===== src/hw/isaPkg.sv =====
`default_nettype none

package isaPkg;

    localparam int XLEN     = 32;
    localparam int REG_AW   = 5;
    localparam int NUM_REGS = 32;
    localparam int OPCODE_W = 6;
    localparam int FUNCT_W  = 6;
    localparam int IMM_W    = 16;

    // first fetch, boot rom in kseg1
    localparam logic [XLEN-1:0] RESET_PC = 32'hbfc0_0000;

    // major opcode, instr[31:26]
    typedef enum logic [OPCODE_W-1:0] {
        SPECIAL = 6'b000000,    // r-type, see funct
        BEQ     = 6'b000100,
        BNE     = 6'b000101,
        ADDIU   = 6'b001001,
        ORI     = 6'b001101,
        LUI     = 6'b001111,
        LW      = 6'b100011,
        SW      = 6'b101011
    } opcodeE;

    // funct field of SPECIAL, instr[5:0]
    typedef enum logic [FUNCT_W-1:0] {
        ADDU = 6'b100001,
        SUBU = 6'b100011,
        AND  = 6'b100100,
        OR   = 6'b100101,
        SLT  = 6'b101010
    } functE;

endpackage

`default_nettype wire


===== src/hw/pipePkg.sv =====
`default_nettype none

package pipePkg;

    typedef enum logic [2:0] {
        ADD,
        SUB,
        AND,
        OR,
        SLT,
        LUI     // operand b into the upper half
    } aluOpE;

    // source of one execute operand
    typedef enum logic [1:0] {
        FWD_RF  = 2'b00,
        FWD_MEM = 2'b01,    // alu result sitting in memory stage
        FWD_WB  = 2'b10
    } fwdSelE;

    // fetches squashed behind a taken branch
    localparam int BRANCH_PENALTY = 1;

endpackage

`default_nettype wire


===== src/hw/alu.sv =====
`default_nettype none

module alu (
    input  var pipePkg::aluOpE         aluOp_i,
    input  wire [isaPkg::XLEN-1:0]     srcA_i,
    input  wire [isaPkg::XLEN-1:0]     srcB_i,
    output logic [isaPkg::XLEN-1:0]    result_o,
    output logic                       equal_o
);

    logic lessThan;

    assign lessThan = $signed(srcA_i) < $signed(srcB_i);

    always_comb begin
        case (aluOp_i)
            pipePkg::ADD: result_o = srcA_i + srcB_i;   // no overflow trap
            pipePkg::SUB: result_o = srcA_i - srcB_i;
            pipePkg::AND: result_o = srcA_i & srcB_i;
            pipePkg::OR:  result_o = srcA_i | srcB_i;
            pipePkg::SLT: result_o = {{(isaPkg::XLEN - 1){1'b0}}, lessThan};
            pipePkg::LUI: begin
                // immediate arrives zero extended in b
                result_o = {srcB_i[isaPkg::IMM_W-1:0], {isaPkg::IMM_W{1'b0}}};
            end
            default:      result_o = '0;
        endcase
    end

    // beq and bne decide on this in execute
    assign equal_o = (srcA_i == srcB_i);

endmodule

`default_nettype wire


===== src/hw/datapath.sv =====
`default_nettype none

module datapath (
    input  wire                        clk,
    input  wire                        rstN_i,
    input  wire                        iStall_i,
    input  wire                        dStall_i,
    input  wire [isaPkg::XLEN-1:0]     instrF_i,
    input  wire [isaPkg::XLEN-1:0]     memRdataM_i,
    output logic [isaPkg::XLEN-1:0]    pcF_o,
    output logic                       instEnF_o,
    output logic                       memEnM_o,
    output logic                       memWeM_o,
    output logic [isaPkg::XLEN-1:0]    memAddrM_o,
    output logic [isaPkg::XLEN-1:0]    memWdataM_o,
    output logic [isaPkg::XLEN-1:0]    debugWbPc_o,
    output logic [3:0]                 debugWbRfWen_o,
    output logic [isaPkg::REG_AW-1:0]  debugWbRfWnum_o,
    output logic [isaPkg::XLEN-1:0]    debugWbRfWdata_o
);

    logic                         fetchOn;    // low until the first edge after reset
    logic [isaPkg::XLEN-1:0]      pcPlus4F, pcNext;

    logic [isaPkg::XLEN-1:0]      instrD, pcD, rd1D, rd2D, immD;
    logic [isaPkg::REG_AW-1:0]    rsD, rtD, writeRegD;
    pipePkg::aluOpE               aluSelD;
    logic                         signExtD, useImmD, regWriteD;
    logic                         memReadD, memWriteD, branchD, branchNeD;

    logic [isaPkg::XLEN-1:0]      pcE, rd1E, rd2E, immE;
    logic [isaPkg::REG_AW-1:0]    rsE, rtE, writeRegE;
    pipePkg::aluOpE               aluSelE;
    logic                         useImmE, regWriteE, memReadE, memWriteE, branchE, branchNeE;
    pipePkg::fwdSelE              fwdA, fwdB;
    logic [isaPkg::XLEN-1:0]      srcAE, rtValE, srcBE, aluOutE, branchTargetE;
    logic                         equalE, branchTakenE;

    logic [isaPkg::XLEN-1:0]      pcM, aluOutM;
    logic [isaPkg::REG_AW-1:0]    writeRegM;
    logic                         regWriteM, memReadM;

    logic [isaPkg::XLEN-1:0]      pcW, aluOutW, readDataW, resultW;
    logic [isaPkg::REG_AW-1:0]    writeRegW;
    logic                         regWriteW, memToRegW, rfWe;

    logic                         stallF, stallD, freeze, flushD, flushE;

    function automatic logic [isaPkg::XLEN-1:0] fwdMux(
        input pipePkg::fwdSelE         sel,
        input logic [isaPkg::XLEN-1:0] rfVal,
        input logic [isaPkg::XLEN-1:0] memVal,
        input logic [isaPkg::XLEN-1:0] wbVal
    );
        case (sel)
            pipePkg::FWD_MEM: return memVal;
            pipePkg::FWD_WB:  return wbVal;
            default:          return rfVal;
        endcase
    endfunction

    assign pcPlus4F  = pcF_o + 32'd4;
    assign pcNext    = branchTakenE ? branchTargetE : pcPlus4F;    // redirect from execute
    assign instEnF_o = fetchOn;

    always_ff @(posedge clk or negedge rstN_i) begin
        if (!rstN_i) begin
            fetchOn <= 1'b0;
            pcF_o   <= isaPkg::RESET_PC;
        end else if (!freeze) begin
            fetchOn <= 1'b1;
            if (fetchOn && !stallF) begin
                pcF_o <= pcNext;
            end
        end
    end

    // decode register, an all-zero word is a nop
    always_ff @(posedge clk or negedge rstN_i) begin
        if (!rstN_i) begin
            instrD <= '0;
        end else if (!freeze && !stallD) begin
            instrD <= (flushD || !fetchOn) ? '0 : instrF_i;
        end
    end

    always_ff @(posedge clk) begin
        if (!freeze && !stallD) begin
            pcD <= pcF_o;
        end
    end

    assign rsD  = instrD[25:21];
    assign rtD  = instrD[20:16];
    assign immD = signExtD
                ? {{(isaPkg::XLEN - isaPkg::IMM_W){instrD[isaPkg::IMM_W-1]}},
                   instrD[isaPkg::IMM_W-1:0]}
                : {{(isaPkg::XLEN - isaPkg::IMM_W){1'b0}}, instrD[isaPkg::IMM_W-1:0]};

    mainDecoder decoder (
        .instr_i    (instrD),
        .aluOp_o    (aluSelD),
        .signExt_o  (signExtD),
        .useImm_o   (useImmD),
        .regWrite_o (regWriteD),
        .writeReg_o (writeRegD),
        .memRead_o  (memReadD),
        .memWrite_o (memWriteD),
        .branch_o   (branchD),
        .branchNe_o (branchNeD)
    );

    regFile rf (
        .clk      (clk),
        .rstN_i   (rstN_i),
        .we_i     (rfWe),
        .waddr_i  (writeRegW),
        .wdata_i  (resultW),
        .raddr1_i (rsD),
        .raddr2_i (rtD),
        .rdata1_o (rd1D),
        .rdata2_o (rd2D)
    );

    always_ff @(posedge clk or negedge rstN_i) begin
        if (!rstN_i) begin
            regWriteE <= 1'b0;
            memReadE  <= 1'b0;
            memWriteE <= 1'b0;
            branchE   <= 1'b0;
        end else if (!freeze) begin
            regWriteE <= regWriteD && !flushE;
            memReadE  <= memReadD && !flushE;
            memWriteE <= memWriteD && !flushE;
            branchE   <= branchD && !flushE;
        end
    end

    always_ff @(posedge clk) begin
        if (!freeze) begin
            pcE       <= pcD;
            rd1E      <= rd1D;
            rd2E      <= rd2D;
            immE      <= immD;
            rsE       <= rsD;
            rtE       <= rtD;
            writeRegE <= writeRegD;
            aluSelE   <= aluSelD;
            useImmE   <= useImmD;
            branchNeE <= branchNeD;
        end
    end

    assign srcAE  = fwdMux(fwdA, rd1E, aluOutM, resultW);
    assign rtValE = fwdMux(fwdB, rd2E, aluOutM, resultW);   // also the store data
    assign srcBE  = useImmE ? immE : rtValE;

    alu alu0 (
        .aluOp_i  (aluSelE),
        .srcA_i   (srcAE),
        .srcB_i   (srcBE),
        .result_o (aluOutE),
        .equal_o  (equalE)
    );

    assign branchTakenE  = branchE && (equalE != branchNeE);
    assign branchTargetE = pcE + 32'd4 + {immE[isaPkg::XLEN-3:0], 2'b00};  // from delay slot

    always_ff @(posedge clk or negedge rstN_i) begin
        if (!rstN_i) begin
            regWriteM <= 1'b0;
            memReadM  <= 1'b0;
            memEnM_o  <= 1'b0;
            memWeM_o  <= 1'b0;
        end else if (!freeze) begin
            regWriteM <= regWriteE;
            memReadM  <= memReadE;
            memEnM_o  <= memReadE || memWriteE;
            memWeM_o  <= memWriteE;
        end
    end

    always_ff @(posedge clk) begin
        if (!freeze) begin
            pcM         <= pcE;
            aluOutM     <= aluOutE;
            memWdataM_o <= rtValE;
            writeRegM   <= writeRegE;
        end
    end

    assign memAddrM_o = aluOutM;

    always_ff @(posedge clk or negedge rstN_i) begin
        if (!rstN_i) begin
            regWriteW <= 1'b0;
            memToRegW <= 1'b0;
        end else if (!freeze) begin
            regWriteW <= regWriteM;
            memToRegW <= memReadM;
        end
    end

    always_ff @(posedge clk) begin
        if (!freeze) begin
            pcW       <= pcM;
            aluOutW   <= aluOutM;
            readDataW <= memRdataM_i;
            writeRegW <= writeRegM;
        end
    end

    assign resultW = memToRegW ? readDataW : aluOutW;
    assign rfWe    = regWriteW && !freeze;  // no retire while frozen

    assign debugWbPc_o      = pcW;
    assign debugWbRfWen_o   = {4{rfWe}};
    assign debugWbRfWnum_o  = writeRegW;
    assign debugWbRfWdata_o = resultW;

    hazardUnit hazard (
        .iStall_i       (iStall_i),
        .dStall_i       (dStall_i),
        .rsD_i          (rsD),
        .rtD_i          (rtD),
        .rsE_i          (rsE),
        .rtE_i          (rtE),
        .memReadE_i     (memReadE),
        .writeRegE_i    (writeRegE),
        .regWriteM_i    (regWriteM),
        .writeRegM_i    (writeRegM),
        .regWriteW_i    (regWriteW),
        .writeRegW_i    (writeRegW),
        .branchTakenE_i (branchTakenE),
        .stallF_o       (stallF),
        .stallD_o       (stallD),
        .freeze_o       (freeze),
        .flushD_o       (flushD),
        .flushE_o       (flushE),
        .fwdA_o         (fwdA),
        .fwdB_o         (fwdB)
    );

    // enable and write strobe come from separate execute decodes
    assert property (@(posedge clk) disable iff (!rstN_i) memWeM_o |-> memEnM_o)
        else $error("datapath: memory write strobe without memory enable");

endmodule

`default_nettype wire


===== src/hw/hazardUnit.sv =====
`default_nettype none

module hazardUnit (
    input  wire                        iStall_i,
    input  wire                        dStall_i,
    input  wire [isaPkg::REG_AW-1:0]   rsD_i,
    input  wire [isaPkg::REG_AW-1:0]   rtD_i,
    input  wire [isaPkg::REG_AW-1:0]   rsE_i,
    input  wire [isaPkg::REG_AW-1:0]   rtE_i,
    input  wire                        memReadE_i,
    input  wire [isaPkg::REG_AW-1:0]   writeRegE_i,
    input  wire                        regWriteM_i,
    input  wire [isaPkg::REG_AW-1:0]   writeRegM_i,
    input  wire                        regWriteW_i,
    input  wire [isaPkg::REG_AW-1:0]   writeRegW_i,
    input  wire                        branchTakenE_i,
    output logic                       stallF_o,
    output logic                       stallD_o,
    output logic                       freeze_o,
    output logic                       flushD_o,
    output logic                       flushE_o,
    output pipePkg::fwdSelE            fwdA_o,
    output pipePkg::fwdSelE            fwdB_o
);

    logic loadUse;

    function automatic pipePkg::fwdSelE fwdFor(
        input logic [isaPkg::REG_AW-1:0] src,
        input logic                      wenM,
        input logic [isaPkg::REG_AW-1:0] dstM,
        input logic                      wenW,
        input logic [isaPkg::REG_AW-1:0] dstW
    );
        if (wenM && dstM == src) begin
            return pipePkg::FWD_MEM;    // youngest producer wins
        end
        if (wenW && dstW == src) begin
            return pipePkg::FWD_WB;
        end
        return pipePkg::FWD_RF;
    endfunction

    // either cache stalling holds every stage
    assign freeze_o = iStall_i | dStall_i;

    // load data only exists after memory, so the consumer waits a cycle
    assign loadUse = memReadE_i && (writeRegE_i != '0)
                  && (writeRegE_i == rsD_i || writeRegE_i == rtD_i);

    assign stallF_o = loadUse;
    assign stallD_o = loadUse;
    assign flushE_o = loadUse && !freeze_o;     // bubble into execute
    assign flushD_o = branchTakenE_i && !freeze_o;  // squash fetch behind delay slot

    assign fwdA_o = fwdFor(rsE_i, regWriteM_i, writeRegM_i, regWriteW_i, writeRegW_i);
    assign fwdB_o = fwdFor(rtE_i, regWriteM_i, writeRegM_i, regWriteW_i, writeRegW_i);

    // a branch in execute is never a load, so it cannot meet a load-use stall
    flushVsStall: assert final (!(flushD_o && stallD_o))
        else $error("hazardUnit: decode flushed and stalled in the same cycle");

endmodule

`default_nettype wire


===== src/hw/mainDecoder.sv =====
`default_nettype none

module mainDecoder (
    input  wire [isaPkg::XLEN-1:0]     instr_i,
    output pipePkg::aluOpE             aluOp_o,
    output logic                       signExt_o,
    output logic                       useImm_o,
    output logic                       regWrite_o,
    output logic [isaPkg::REG_AW-1:0]  writeReg_o,
    output logic                       memRead_o,
    output logic                       memWrite_o,
    output logic                       branch_o,
    output logic                       branchNe_o
);

    isaPkg::opcodeE opcode;
    isaPkg::functE  funct;
    logic           destRd;     // r-type writes rd, the rest rt

    assign opcode = isaPkg::opcodeE'(instr_i[31:26]);
    assign funct  = isaPkg::functE'(instr_i[5:0]);

    always_comb begin
        aluOp_o    = pipePkg::ADD;
        signExt_o  = 1'b0;
        useImm_o   = 1'b0;
        regWrite_o = 1'b0;
        memRead_o  = 1'b0;
        memWrite_o = 1'b0;
        branch_o   = 1'b0;
        branchNe_o = 1'b0;
        destRd     = 1'b0;
        case (opcode)
            isaPkg::SPECIAL: begin
                destRd     = 1'b1;
                regWrite_o = 1'b1;
                case (funct)
                    isaPkg::ADDU: aluOp_o = pipePkg::ADD;
                    isaPkg::SUBU: aluOp_o = pipePkg::SUB;
                    isaPkg::AND:  aluOp_o = pipePkg::AND;
                    isaPkg::OR:   aluOp_o = pipePkg::OR;
                    isaPkg::SLT:  aluOp_o = pipePkg::SLT;
                    default:      regWrite_o = 1'b0;    // nop and unsupported
                endcase
            end
            isaPkg::ADDIU: begin
                signExt_o  = 1'b1;
                useImm_o   = 1'b1;
                regWrite_o = 1'b1;
            end
            isaPkg::ORI: begin
                aluOp_o    = pipePkg::OR;
                useImm_o   = 1'b1;
                regWrite_o = 1'b1;
            end
            isaPkg::LUI: begin
                aluOp_o    = pipePkg::LUI;
                useImm_o   = 1'b1;
                regWrite_o = 1'b1;
            end
            isaPkg::LW: begin
                signExt_o  = 1'b1;
                useImm_o   = 1'b1;
                regWrite_o = 1'b1;
                memRead_o  = 1'b1;
            end
            isaPkg::SW: begin
                signExt_o  = 1'b1;
                useImm_o   = 1'b1;
                memWrite_o = 1'b1;
            end
            isaPkg::BEQ, isaPkg::BNE: begin
                // offset is signed, compare uses both registers
                aluOp_o    = pipePkg::SUB;
                signExt_o  = 1'b1;
                branch_o   = 1'b1;
                branchNe_o = (opcode == isaPkg::BNE);
            end
            default: ;
        endcase
        writeReg_o = destRd ? instr_i[15:11] : instr_i[20:16];
        if (writeReg_o == '0) begin
            regWrite_o = 1'b0;  // $zero stays zero
        end
    end

endmodule

`default_nettype wire


===== src/hw/regFile.sv =====
`default_nettype none

module regFile (
    input  wire                        clk,
    input  wire                        rstN_i,
    input  wire                        we_i,
    input  wire [isaPkg::REG_AW-1:0]   waddr_i,
    input  wire [isaPkg::XLEN-1:0]     wdata_i,
    input  wire [isaPkg::REG_AW-1:0]   raddr1_i,
    input  wire [isaPkg::REG_AW-1:0]   raddr2_i,
    output logic [isaPkg::XLEN-1:0]    rdata1_o,
    output logic [isaPkg::XLEN-1:0]    rdata2_o
);

    logic [isaPkg::XLEN-1:0] regs [isaPkg::NUM_REGS];

    always_ff @(posedge clk or negedge rstN_i) begin
        if (!rstN_i) begin
            for (int i = 0; i < isaPkg::NUM_REGS; i++) begin
                regs[i] <= '0;
            end
        end else if (we_i) begin
            regs[waddr_i] <= wdata_i;
        end
    end

    // writeback value bypasses to decode in the same cycle
    assign rdata1_o = (raddr1_i == '0) ? '0
                    : (we_i && raddr1_i == waddr_i) ? wdata_i
                    : regs[raddr1_i];
    assign rdata2_o = (raddr2_i == '0) ? '0
                    : (we_i && raddr2_i == waddr_i) ? wdata_i
                    : regs[raddr2_i];

    // decoder must have dropped any write to $zero before writeback
    assert property (@(posedge clk) disable iff (!rstN_i) we_i |-> waddr_i != '0)
        else $error("regFile: write enable with destination register zero");

endmodule

`default_nettype wire


===== config.mk =====
export PLATFORM = sky130hd
export DESIGN_NAME = datapath
export DESIGN_NICKNAME = d
export VERILOG_FILES = /design/src/hw/isaPkg.sv /design/src/hw/pipePkg.sv /design/src/hw/alu.sv /design/src/hw/datapath.sv /design/src/hw/hazardUnit.sv /design/src/hw/mainDecoder.sv /design/src/hw/regFile.sv
export SDC_FILE = /design/constraint.sdc
export NUM_CORES = 2
export LEC_CHECK = 0
export ABC_AREA = 1
export BUFFER_PORTS_ARGS = -buffer_cell sky130_fd_sc_hd__buf_2
export CORE_UTILIZATION = 50
export DETAILED_ROUTE_END_ITERATION = 7
export PLACE_DENSITY = 0.76
export SYNTH_ARGS = -nofsm -noshare
export SYNTH_HDL_FRONTEND = slang
export SYNTH_SLANG_ARGS = --single-unit

===== constraint.sdc =====
create_clock -name clk -period 5.9 [get_ports clk]
set_input_delay 0.295 -clock clk [delete_from_list [all_inputs] [get_ports clk]]
set_output_delay 0.295 -clock clk [all_outputs]
set_load 0.005 [all_outputs]

Word-level counts from Yosys, hierarchy flattened
Index checks and enable logic that the tools add are counted.

Reductions and logical operators: 38. $lt $le $gt $ge: 5. Bitwise gates (word level): 7. $add $sub $neg: 5. Equality and inequality tests: 31. Mux-type cells: 44.

Operators with widths (count): $bwmux 1024 (1); $mux 32 (11); $bmux 32 s5 (2); $pmux 32 s6 (1); $demux 32 s5 (1); $pmux 32 s2 (2); $add 32x3->32 const B (2); $add 32x32->32 (2); $eq 6x6->1 const B (7); $eq 5x5->1 (8); $and 32x32->32 (1); $eq 32x32->1 (1); $lt 32x32->1 (1); $or 32x32->32 (1); $sub 32x32->32 (1); $pmux 3 s4 (2); $logic_and 1x1->1 (19); $eq 6x4->1 const B (3); $ge 6x6->1 const B (3); $not 5->6 (3); $mux 2 (8); $logic_not 5->1 (3); $reduce_or 5->1 (3); $mux 1 (14); other kinds (20) (30).

Bits in registers: 1466. Word-level logic and storage cells: 195. Output and inout bits: 172. Input port bits: 68.

Longest topological paths before layout
Depth after elaboration: 15. Gate-level depth with buffers: 30. Mapped depth without buffers: 26.

Hierarchy
Synthesis repeated with hierarchy kept, for this count alone.

Cells, all modules: 12081. Area, all modules: 86361.6 um2.

By module, submodules not included: regFile (cells each 8907, area each 59580.9 um2, seq. area each 25624.6 um2, instances 1); datapath (cells each 1691, area each 19421.1 um2, seq. area each 12908.6 um2, instances 1); alu (cells each 1282, area each 6399.9 um2, seq. area each 0.0 um2, instances 1); hazardUnit (cells each 106, area each 521.8 um2, seq. area each 0.0 um2, instances 1); mainDecoder (cells each 95, area each 437.9 um2, seq. area each 0.0 um2, instances 1).

Worst setup path before layout
OpenSTA, ideal clock, no wires.

Path type: input to register. From: input port dStall_i. To: register fetchOn, in the netlist instEnF_o. Arrival: 10564 ps. Slack: -4792 ps. Required time: 5772 ps. Library setup time: 128 ps. Stages on the path: 3. Path buffers: 1. Cells stage by stage: nor2_2 clkbuf_1 or2_2.

Word-level cells in the longest chain between the ends: 1.

RTL lines: start: declaration (line datapath.sv:7) `input wire dStall_i,`; $or 1x1->1 (line hazardUnit.sv:45) `assign freeze_o = iStall_i | dStall_i;`; end signal: assignment (line datapath.sv:68) `fetchOn <= 1'b0;`; end signal: assignment (line datapath.sv:71) `fetchOn <= 1'b1;`; end: declaration (line datapath.sv:22) `logic fetchOn;`.

Every way passes these cells. A chain may end at the register's enable or synchronous reset.

Worst setup path after layout
From: register writeRegW (netlist bit debugWbRfWnum_o[0]). To: register aluOutM (netlist bit memAddrM_o[16]), data pin.

Word-level cells in the longest chain between the ends: 11. Elaborated cells on any way between the ends: 26. Classes of those cells: 2 x add/sub; 6 x eq/ne; 14 x mux; 2 x bitwise; 2 x reduce/logical.

RTL lines: start: declaration (line datapath.sv:44) `logic [isaPkg::REG_AW-1:0] writeRegW;`; start signal: assignment (line datapath.sv:209) `writeRegW <= writeRegM;`; $eq 5x5->1 (line hazardUnit.sv:38) `if (wenW && dstW == src) begin`; $logic_and 1x1->1 (line hazardUnit.sv:38); $mux 1 (2 in series) (line hazardUnit.sv:38); $mux 2 (line hazardUnit.sv:41) `return pipePkg::FWD_RF;`; $mux 2 (line hazardUnit.sv:38); $eq 2x2->1 or $eq 2x1->1 (tied branches) (line datapath.sv:55) `case (sel)`; $pmux 32 s2 (line datapath.sv:55); $mux 32 (line datapath.sv:156) `assign srcBE = useImmE ? immE : rtValE;`; $sub 32x32->32 (tied with other cells) (line alu.sv:18) `pipePkg::SUB: result_o = srcA_i - srcB_i;`; $pmux 32 s6 (*) (line alu.sv:16) `case (aluOp_i)`; end signal: assignment (line datapath.sv:186) `aluOutM <= aluOutE;`; end: declaration (line datapath.sv:39) `logic [isaPkg::XLEN-1:0] pcM, aluOutM;`.

Mark *: on every way between the ends. The rest lies on a longest branch, timed or not. The select of a mux whose other input is x is not followed.

==> results.md <==
- Status: finished, final reports clean
- Post-synth cell types: 57
- First-pass GRT wire length: approximately 480000 um
- EDFF count, synth: between 300 and 400
- CP Class: reg2reg
- R2r setup slk: between 0.8 and 0.9 ns
- RD Place Congestion: roughly 1.0
- I/O Pins: 240
- Vias/cell: approximately 6.2
- Fin crit period: roughly 5.0 ns
- Gr ovfl total: 0
- Synth top area cells: dfrtp_1, edfxtp_1, nand2_1
- Clock Sinks: between 1000 and 1500
- Top-count cell post-synth: nand2_1
- Final hold slack: between 0.1 and 0.15 ns
- Final Hold Viols: 0
- Routed Antenna Nets: 0
- Die height: 408.2 um
- Core Area: roughly 160000 sq um
- Synth area leader: dfrtp_1
- Area of the mapped netlist: 82490 sq um
- Slew HR: 0.01771
- Crit path DAT: about 5.6 ns
- Clock Latency Late Sink: 0.84 ns
- Sequential share of the synthesized area: 0.4672
- Part of the cycle the worst path needs: 0.8529
- Most instantiated cells after synthesis: nand2_1, o21ai_0, dfrtp_1
- Site Rows: roughly 150
- Clock transition at path regs: around 0.070 ns
- Power density cells: 325.6 nW/um^2
- Unrepaired setup endpoints after global routing: no
- DP Worst Slack: just over 1 ns
- Peak VDD IR: between 0.3 and 0.4 mV
- Cells after Synth: 10760
- Drt first pass iters: 7
- Root Driver: clkbuf_16
- Synth warn: 0
- Initial antenna violation count: 8
- Final worst setup slack: between 0.8 and 0.9 ns
- Primary FF master, synth: dfrtp_1
- Initial Util: 0.5050
- Worst R2R Path Depth: 27
- DRT iter0 DRCs: about 13000
- Wire per inst: between 20 and 25 um
- Worst path required time: about 6.5 ns
- Post-DP HPWL: roughly 200000 um
- Synth-to-layout area growth: 10.53%
- Kind of start point of the critical path: flop
- Max-cap check violation count: 0
- Residual DRC count: 0
- Vias in the first global route: roughly 75000
- Nets: between 10000 and 15000
- Post-Syn Nets: 10980
- Layout cells sized above 1: 0.08334
- CP startpoint: debugWbRfWnum_o[0]$_DFFE_PP_
- I/O Buffers: 239
- P_leak: 39.82 nW
- Min-delay worst type: in2async
- Largest net degree at the start of global routing: about 190
- Crit path max fanout: 18
- CP Capture Type: flop
- Chip width: between 400 and 500 um
- Synth top area share: 0.3307
- Skew final: approximately 0.043 ns
- Total CTS buffers: between 150 and 200
- Setup TNS: 0 ns
- Fin util: 0.5582
- Synthesized area per cell: ~7.7 sq um
- CTS max path bufs: 3
- DR vias: between 80000 and 90000
- Tot GR Track Use: 0.3783
- Flops & latches, synth: between 1000 and 1500
- DIE AREA: 166600 sq um
- Post-Route WL: 322800 um
- Ys async rst share: 0.7497
- CTS tree: yes
- Setup crit end: memAddrM_o[16]$_SDFFCE_PN0P_
- Pins Over Slew Limit: 0
- CTS-repair resized insts: 0
- Worst-Margin Slew: ~1.5 ns
- F_max: between 0.15 and 0.2 GHz
- H-tree depth: 4
- Final number of setup-violating endpoints: 0
- Worst R2R End: memAddrM_o[16]$_SDFFCE_PN0P_
- Worst r2r src: debugWbRfWnum_o[0]$_DFFE_PP_
- # fillers: about 15000
## power by group
group	switching [mW]	internal (mW)
Sequential	0.709	11.2
Clock	4.45	5.96
Combinational	5.22	2.12
Total	10.4	19.3
## worst min path at each step
| stage | from | endpoint | slack (ns) | cells after the start |
|---|---|---|---|---|
| global placement | pcD[2]$_DFFE_PP_ | pcE[2]$_DFFE_PP_ | 0.40 | 0 |
| detailed placement | pcD[17]$_DFFE_PP_ | pcE[17]$_DFFE_PP_ | 0.40 | 0 |
| global route | rstN_i | rf.regs[907]$_DFFE_PN0P_ | 0.18 | 2 |
| CTS | memRdataM_i[4] | readDataW[4]$_DFFE_PP_ | 0.14 | 2 |
| floorplan | rstN_i | branchE$_DFFE_PN0P_ | -0.0006 | 0 |
| finish | rstN_i | rf.regs[907]$_DFFE_PN0P_ | 0.11 | 2 |
## cells by family (layout without fill, tap and decap cells)
family                   after synthesis  after routing  share of synthesized area
AND/OR/NAND/NOR                     4066           4066                     0.2044
flip-flops                          1466           1466                     0.4672
AO/OA/AOI/OAI                       3262           3262                     0.2151
adder cells (fa/ha/maj)              157            157                    0.02409
multiplexers                          13             13                   0.001577
XOR/XNOR                              53             53                   0.005628
other                                  0              2                          0
buffers and inverters               1742           1722                    0.08206
## flip-flops by register name (all words and copies together) (netlist names), 17 cells and up
name and cells:
pcF_o 32, pcD 32, pcM 32, rf.regs 1024
memWdataM_o 32, readDataW 32, rd2E 32, rd1E 32
memAddrM_o 32, aluOutW 32, debugWbPc_o 32, pcE 32
instrD 32, immE 17
## metrics by stage
| step | power [mW] | area (sq um) | instances |
|---|---|---|---|
| 5_1_grt | 30.77 | 91170 | 12910 |
| 3_5_place_dp | 19.13 | 85110 | 12550 |
| 6_report | 29.69 | 91170 | 12920 |
| 3_3_place_gp | 19.02 | 85110 | 12550 |
| 2_1_floorplan | 16.29 | 82490 | 10760 |
| 4_1_cts | 29.49 | 91170 | 12910 |
## worst max-delay path, cell delays in order (launching register included)
cell and delay, ns:
edfxtp_1 0.57, inv_2 0.23, nand2_1 0.07, nand4_1 0.08, nand2b_1 0.19, nand2_1 0.07
buf_4 0.17, inv_2 0.32, buf_4 0.27, nand2_1 0.06, o21ai_0 0.15, inv_1 0.07
o21ai_0 0.08, ha_1 0.47, inv_1 0.13, fa_1 0.43, inv_1 0.20, nand3_1 0.10
nand3_1 0.23, nand2_1 0.08, nand2_1 0.15, inv_1 0.12, nor2_1 0.11, nor2_1 0.06
nor2_1 0.10, nor2_1 0.05, a21oi_1 0.14, nand2_1 0.06
## layout make-up
type	instances	area, sq um	share of cell area
clock buffers	232	4742	0.05201
flip-flops and latches	1466	38570	0.4230
repair buffers	504	3651	0.04005
well taps	2175	2721	0.02985
multi-input cells	7551	37350	0.4097
clock inverters	62	649.4	0.007122
diodes	2	5.005	0.00005489
inverters	924	3486	0.03823
## layer usage
| layer | global-route usage | up-vias | share of wire | wire, um |
|---|---|---|---|---|
| met1 | 0.5001 | 38040 | 0.38 | 123700 |
| met3 | 0.08064 | 1165 | 0.11 | 35590 |
| met4 | 0.2436 | 10 | 0.073 | 23520 |
| met2 | 0.5632 | 5105 | 0.43 | 139900 |
| li1 | - | 35860 | - | - |
| met5 | 0 | - | 0.00021 | 69 |
## placed cells by master (no fill, tap or decap), types with 9 or more instances in the layout
cell / instances
a21oi_1: 612
a31oi_1: 14
buf_12: 23
buf_2: 238
buf_4: 175
clkbuf_1: 32
clkbuf_16: 166
clkbuf_8: 34
clkinv_2: 26
dfrtp_1: 1079
dfstp_2: 9
dlygate4sd3_1: 67
edfxtp_1: 367
ha_1: 154
inv_1: 906
inv_2: 11
inv_6: 9
mux2i_1: 13
nand2_1: 2721
nand2_2: 26
nand3_1: 603
nand4_1: 97
nor2_1: 460
nor3_1: 38
o2111ai_1: 32
o211ai_1: 290
o21a_1: 13
o21ai_0: 1995
o21ai_1: 94
o21ai_2: 25
o21bai_1: 15
o221ai_1: 59
o221ai_2: 10
o22ai_1: 83
or2_2: 71
xnor2_1: 16
xor2_1: 37
## timing repair
action,in CTS,in global routing
setup buffers,0,0
hold buffers,67,0
hold endpoints to repair,159,0
Power figures use the tool's default switching activity.
